## config.mk

```make
export PLATFORM = sky130hd
export DESIGN_NAME = chien_search
export DESIGN_NICKNAME = d
export VERILOG_FILES = /design/src/common/rs_pkg.sv /design/src/chien/chien_search.sv /design/src/chien/chien_ctrl.sv /design/src/chien/chien_cell.sv /design/src/design/gf_mul.sv
export VERILOG_INCLUDE_DIRS = /design/src /design/src/common
export SDC_FILE = /design/constraint.sdc
export NUM_CORES = 1
export LEC_CHECK = 0
export BUFFER_PORTS_ARGS = -buffer_cell sky130_fd_sc_hd__buf_2
export CAP_MARGIN = 10
export CORE_ASPECT_RATIO = 1.5
export CORE_MARGIN = 5
export CORE_UTILIZATION = 40
export CTS_BUF_LIST = sky130_fd_sc_hd__clkbuf_8
export DETAILED_ROUTE_END_ITERATION = 6
export HOLD_SLACK_MARGIN = 0.05
export MAX_ROUTING_LAYER = met4
export SYNTH_ARGS = -nofsm -noshare
export SYNTH_HDL_FRONTEND = slang
export SYNTH_SLANG_ARGS = --single-unit
```

## constraint.sdc

```tcl
create_clock -name clk -period 5.4 [get_ports clk]
set_input_delay 0.81 -clock clk [delete_from_list [all_inputs] [get_ports clk]]
set_output_delay 0.81 -clock clk [all_outputs]
set_load 0.02 [all_outputs]
```

## src/common/rs_config.svh

```systemverilog
`ifndef RS_CONFIG_SVH
`define RS_CONFIG_SVH

// RS(16,8) over GF(256)
`define RS_SYM_BW   8

// scanned symbol positions
`define RS_N        16

// correction capability, also the locator degree
`define RS_T        4

// x^8 + x^4 + x^3 + x^2 + 1
`define RS_GF_POLY  9'h11d

// marks an unused location slot
`define RS_LOC_NONE 8'hff

`endif
```

## src/common/rs_pkg.sv

```systemverilog
`default_nettype none

`include "rs_config.svh"

package rs_pkg;

    // one field element
    typedef logic [`RS_SYM_BW-1:0] sym_t;

    // error locator, coef[0] is lambda0
    typedef struct packed {
        sym_t [`RS_T:0] coef;
    } lambda_t;

    // loc[0] holds the lowest position found
    typedef struct packed {
        sym_t [`RS_T-1:0] loc;
        logic [2:0]       count;   // roots recorded, saturates at RS_T
    } chien_result_t;

    // alpha^k by repeated xtime, for elaboration-time constants
    function automatic sym_t alpha_pow(input int unsigned k);
        logic [`RS_SYM_BW:0] v;
        int unsigned         n;
        v = 1;
        for (n = 0; n < k; n++) begin
            v = v << 1;
            if (v[`RS_SYM_BW]) begin
                v = v ^ `RS_GF_POLY;   // fold x^8 back in
            end
        end
        return v[`RS_SYM_BW-1:0];
    endfunction

endpackage

`default_nettype wire

```

## src/chien/chien_search.sv

```systemverilog
`timescale 1ns/1ps
`default_nettype none

`include "rs_config.svh"

module chien_search (
    input  logic                  clk,
    input  logic                  rst_n,
    input  logic                  start,
    input  rs_pkg::lambda_t       lambda,
    output rs_pkg::chien_result_t result,
    output logic                  done
);
    import rs_pkg::*;

    sym_t             lambda0;   // constant term, no stepping needed
    sym_t [`RS_T-1:0] terms;     // terms[j-1] belongs to lambda_j
    logic             running;
    logic             step;

    always_ff @(posedge clk) begin
        if (start) begin
            lambda0 <= lambda.coef[0];
        end
    end

    // a start on a running scan reloads instead of stepping
    assign step = running & ~start;

    for (genvar j = 0; j < `RS_T; j++) begin : g_cell
        chien_cell #(
            .J       (j + 1),
            .ALPHA_J (alpha_pow(j + 1))
        ) cell_i (
            .clk   (clk),
            .rst_n (rst_n),
            .load  (start),
            .coef  (lambda.coef[j+1]),
            .step  (step),
            .term  (terms[j])
        );
    end

    chien_ctrl ctrl_i (
        .clk     (clk),
        .rst_n   (rst_n),
        .load    (start),
        .lambda0 (lambda0),
        .terms   (terms),
        .running (running),
        .result  (result),
        .done    (done)
    );

endmodule

`default_nettype wire

```

## src/chien/chien_ctrl.sv

```systemverilog
`timescale 1ns/1ps
`default_nettype none

`include "rs_config.svh"

module chien_ctrl (
    input  logic                          clk,
    input  logic                          rst_n,
    input  logic                          load,
    input  rs_pkg::sym_t                  lambda0,
    input  rs_pkg::sym_t [`RS_T-1:0]      terms,
    output logic                          running,
    output rs_pkg::chien_result_t         result,
    output logic                          done
);
    import rs_pkg::*;

    localparam int IDX_BW  = $clog2(`RS_N);
    localparam int SLOT_BW = $clog2(`RS_T);

    logic [IDX_BW-1:0]  idx;        // position under test
    logic [SLOT_BW-1:0] slot;       // next free location slot
    sym_t               eval;       // lambda(alpha^(idx+1))
    logic               hit;
    logic               last;

    // sum of all terms
    always_comb begin
        eval = lambda0;
        for (int j = 0; j < `RS_T; j++) begin
            eval = eval ^ terms[j];
        end
    end

    assign slot = result.count[SLOT_BW-1:0];
    assign hit  = running && (eval == '0) && (result.count < 3'(`RS_T));   // full, drop the rest
    assign last = running && (idx == IDX_BW'(`RS_N-1));

    always_ff @(posedge clk or negedge rst_n) begin
        if (!rst_n) begin
            running      <= 1'b0;
            done         <= 1'b0;
            idx          <= '0;
            result.count <= '0;
            result.loc   <= {`RS_T{`RS_LOC_NONE}};
        end else begin
            done <= 1'b0;
            if (load) begin
                // restart, any scan in flight is abandoned
                running      <= 1'b1;
                idx          <= '0;
                result.count <= '0;
                result.loc   <= {`RS_T{`RS_LOC_NONE}};
            end else if (running) begin
                if (hit) begin
                    result.loc[slot] <= sym_t'(idx);
                    result.count     <= result.count + 3'd1;
                end
                if (last) begin
                    running <= 1'b0;
                    done    <= 1'b1;
                end else begin
                    idx <= idx + 1'b1;
                end
            end
        end
    end

    a_done_single : assert property (
        @(posedge clk) disable iff (!rst_n)
        done |=> !done
    ) else $error("chien_ctrl: done held two cycles");

    a_count_max : assert property (
        @(posedge clk) disable iff (!rst_n)
        result.count <= 3'(`RS_T)
    ) else $error("chien_ctrl: root count overflow");

    // done only closes a scan that was running
    a_done_after_run : assert property (
        @(posedge clk) disable iff (!rst_n)
        done |-> $past(running)
    ) else $error("chien_ctrl: done without a scan");

endmodule

`default_nettype wire

```

## src/chien/chien_cell.sv

```systemverilog
`timescale 1ns/1ps
`default_nettype none

// one Chien term, lambda_j * alpha^(j*(i+1)) for the position i under test
module chien_cell #(
    parameter int           J       = 1,
    parameter rs_pkg::sym_t ALPHA_J = rs_pkg::alpha_pow(J)   // per-step constant
) (
    input  logic         clk,
    input  logic         rst_n,
    input  logic         load,
    input  rs_pkg::sym_t coef,
    input  logic         step,
    output rs_pkg::sym_t term
);
    import rs_pkg::*;

    sym_t mul_in;
    sym_t mul_out;

    // load seeds with lambda_j * alpha^j, i.e. position 0
    assign mul_in = load ? coef : term;

    gf_mul mul_i (
        .a (mul_in),
        .b (ALPHA_J),
        .p (mul_out)
    );

    // payload only, meaningless until the first load
    always_ff @(posedge clk) begin
        if (load || step) begin
            term <= mul_out;
        end
    end

    // the top masks step while a new locator is loaded
    a_load_step_excl : assert property (
        @(posedge clk) disable iff (!rst_n)
        !(load && step)
    ) else $error("chien_cell J=%0d: load and step together", J);

endmodule

`default_nettype wire

```

## src/design/gf_mul.sv

```systemverilog
`timescale 1ns/1ps
`default_nettype none

`include "rs_config.svh"

module gf_mul (
    input  rs_pkg::sym_t a,
    input  rs_pkg::sym_t b,
    output rs_pkg::sym_t p
);
    import rs_pkg::*;

    localparam logic [`RS_SYM_BW:0] POLY = `RS_GF_POLY;
    localparam sym_t RED = POLY[`RS_SYM_BW-1:0];   // low byte of the field polynomial

    sym_t [`RS_SYM_BW-1:0] shifted;   // a * x^k, already reduced
    sym_t [`RS_SYM_BW:0]   partial;   // running sum over b bits

    assign shifted[0] = a;
    assign partial[0] = '0;

    for (genvar k = 0; k < `RS_SYM_BW; k++) begin : g_stage
        // add a * x^k where b has a one
        assign partial[k+1] = b[k] ? (partial[k] ^ shifted[k]) : partial[k];

        if (k < `RS_SYM_BW-1) begin : g_shift
            assign shifted[k+1] = {shifted[k][`RS_SYM_BW-2:0], 1'b0}
                                ^ (RED & {`RS_SYM_BW{shifted[k][`RS_SYM_BW-1]}});
        end
    end

    assign p = partial[`RS_SYM_BW];

endmodule

`default_nettype wire

```

==> metrics.md <==
| Metric | Value |
|---|---|
| Clock edge transition at the registers on the reported setup and hold paths | `0.08 ns` |
| RSZ-0062 raised after global routing | `no` |
| Share of flip-flops with an asynchronous set or reset | `0.420` |
| Number of iterations in the first detailed-routing pass | `4` |
| Distinct cell type count of the synthesized netlist | `36` |
| Number of setup violations in the final report | `0` |
| GR Overflow Total | `0` |
| TritonCTS clock tree | `done` |
| Root buffer cell | `clkbuf_8` |
| Total routing resource utilization after global routing | `0.150` |
| Highest clock rate | `393 MHz` |
| Number of hold buffers added after CTS | `0` |
| Post-synthesis net count | `around 340` |
| Hold WC Path Type | `input port to asynchronous set/reset pin` |
| Highest fanout seen on the critical path | `33` |
| Count of filler cells inserted in the layout | `roughly 900` |
| Int Power | `~1200 uW` |
| Antenna violation net count after detailed routing | `0` |
| Switching part of the total power | `0.379` |
| Netlist Area Pre-Place | `approximately 3800 um2` |
| Reg2Reg Setup Slack | `about 3.0 ns` |
| Sequential power share | `0.413` |
| Largest net degree at the start of global routing | `34` |
| Avg Cell Area, Syn | `approximately 13 um2` |
| Flip-flop and latch count after synthesis | `a little under 70` |
| Max rail drop VDD | `0.000289 V` |
| Routed WL per cell | `between 15 and 20 um` |
| Capturing point of the worst reg2reg path | `ctrl_i.result[21]$_DFFE_PN1P_` |
| Critical Path Source Type | `input port` |
| Endpoint kind of the worst setup timing path | `flop` |
| Worst max-slew margin expressed relative to the limit | `0.336` |
| Core Util, Final | `0.470` |
| Initial cell density of the core | `0.411` |
| Synthesis Warnings | `0` |
| Die width | `~90 um` |
| Floorplan die area | `~12000 um2` |
| Number of flops mapped to enable cells by yosys | `40` |
| Shortest clock period the worst path allows after layout | `roughly 2.5 ns` |
| Post-CTS setup buffers | `0` |
| Std-Cell Rows | `43` |
| Commonest cells in the synthesized netlist | `40 x edfxtp_1, 31 x xnor2_1, 24 x nand2_1` |
| Final Routed Wirelength | `around 7.9 mm` |
| Worst r2r src | `g_cell[2].cell_i.term[5]$_DFFE_PP_` |
| Post-layout net count | `approximately 410` |
| Diodes inserted | `0` |
| Final sum of negative setup slack | `0 ns` |
| Final RePlAce weighted congestion | `a little over 0.8` |
| Area Growth Syn to Fin | `14.4%` |
| Top FF cell, synth | `edfxtp_1` |
| Count of pins on the block boundary | `79` |
| Core Region | `9250 um2` |
| Mean number of vias per cell | `5.05` |
| Worst-case reg-to-reg path depth | `5` |
| Most instantiated library cell after synthesis | `edfxtp_1` |
| Gate count of the mapped netlist | `between 200 and 300` |
| Total vias in the final route | `2399` |
| Deepest level of the CTS H-tree | `3` |
| Top-area cell type share of the netlist area | `0.316` |
| Vias in the first global route | `roughly 2500` |
| Number of violations reported at the end of detailed-routing iteration 0 | `52` |
| Number of clock sinks seen by CTS | `69` |
| Clk_lat worst skew | `between 0.3 and 0.4 ns` |
| Post-detailed-placement half-perimeter wirelength | `~6 mm` |
| Residual DRC | `0` |
| Arrival time at the worst endpoint | `2.64 ns` |
| Area leader, netlist | `edfxtp_1` |
| First-pass GRT wire length | `12.6 mm` |
| Pins over their slew limit | `0` |
| Startpoint-to-endpoint class of the critical path | `input port to flop` |
| Longest Clk Path Bufs | `2` |
| Final clock skew | `approximately 0.0079 ns` |
| Max Cap Viol | `0` |
| Fraction of power consumed by the clock network | `0.200` |
| Reported leakage power | `between 0.0015 and 0.002 uW` |
| Number of antenna violations at the first check in global routing | `0` |
| Req. time, crit path | `5.50 ns` |
| Portion of the post-synthesis area used by sequential elements | `0.514` |
| Share of cells above drive strength 1 | `0.375` |
| Total CTS buffers | `9` |
| Power dissipated by switching net loads | `725 uW` |
| Die Span Y | `between 100 and 150 um` |
| Combinational cell fraction of total power | `0.387` |
| Post-route clock period utilization | `0.472` |
| Largest cells by area after synthesis | `edfxtp_1 32%, dfstp_2 14%, xnor2_1 7.1%` |
| Outcome | `finished clean` |
| Number of hold-slack violations in the final timing report | `0` |
| CTS resizes | `0` |
| Total design power | `approximately 1900 uW` |
| # port buffers | `between 70 and 80` |
| Worst-margin pin slew | `roughly 0.99 ns` |
| Power density of the placed cells | `440 nW/um2` |
==> layout by cell type, fill, tap and decap left out, types with 2 or more instances in the layout <==
master,instances
nand4_1,7
clkinv_2,5
xor2_1,19
a21o_1,20
nand3_1,3
a21oi_1,7
mux2_2,7
o21ai_0,6
inv_1,10
nor2_1,3
xnor3_1,7
xnor2_2,2
ha_1,5
mux2i_1,20
xnor2_1,31
o41ai_2,8
nand2_1,24
clkbuf_8,11
dfrtp_1,9
edfxtp_1,40
buf_2,78
o41ai_1,8
nand4_2,2
o31ai_1,2
dfstp_2,20
==> routing by layer <==
layer  vias up  global-route usage  share of wire
li1       1173                   -              -
met1      1158               0.177           0.41
met2        59               0.245           0.52
met3         9              0.0331          0.057
met4         0              0.0552          0.015
met5         -                   -              0
==> power by group through the flow <==
stage / Combinational [uW] / Sequential [uW] / Clock [uW]
floorplan: 650 / 768 / 0
global placement: 722 / 807 / 0
detailed placement: 746 / 805 / 0
CTS: 748 / 796 / 397
global route: 814 / 805 / 417
finish: 740 / 791 / 383
==> worst max-delay path by stage <==
stage / slack [ns] / startpoint / endpoint / cells after the start
finish: 2.85 / start / g_cell[2].cell_i.term[3]$_DFFE_PP_ / 5
global route: 2.69 / start / g_cell[1].cell_i.term[4]$_DFFE_PP_ / 5
detailed placement: 2.47 / start / g_cell[1].cell_i.term[4]$_DFFE_PP_ / 5
global placement: 2.50 / start / g_cell[3].cell_i.term[3]$_DFFE_PP_ / 5
floorplan: 2.79 / start / g_cell[0].cell_i.term[0]$_DFFE_PP_ / 4
CTS: 2.86 / start / g_cell[1].cell_i.term[3]$_DFFE_PP_ / 5
==> layout make-up <==
cell class	count	area (um2)	share of cell area
Multi-Input combinational cell	188	1640	0.377
Tap cell	112	140	0.0322
Clock inverter	5	25.0	0.00576
Clock buffer	11	151	0.0348
Inverter	11	41.3	0.00950
Timing Repair Buffer	79	398	0.0916
Sequential cell	69	1950	0.449
==> cells by family after synthesis <==
kind of cell,count (synthesis),synth area share
multiplexers,27,0.0734
flip-flops,69,0.514
AO/OA/AOI/OAI,51,0.113
XOR/XNOR,59,0.165
AND/OR/NAND/NOR,46,0.0626
adder cells (fa/ha/maj),5,0.0165
buffers and inverters,38,0.0553
==> critical path, cell delays in order <==
cell and delay (ns):
buf_2 0.57, buf_4 0.46, mux2i_1 0.42, xnor2_1 0.17, xor2_1 0.18
==> metrics by stage <==
stage          cell area, um2  hold WS (ns)  setup slack [ns]  std cells
2_1_floorplan            3800         0.514              2.79        295
3_3_place_gp             4170         0.497              2.50        459
3_5_place_dp             4170         0.502              2.47        459
4_1_cts                  4350         0.474              2.86        475
5_1_grt                  4350         0.516              2.69        475
6_report                 4350         0.479              2.85        475
==> flip-flops by register name, indices dropped and copies added, names as in the netlist <==
name / flops
g_cell.cell_i.term: 32
ctrl_i.result: 23
lambda0: 8
ctrl_i.idx: 4
ctrl_i.done: 1
ctrl_i.running: 1
No activity file was read; power rests on OpenSTA's default activity.
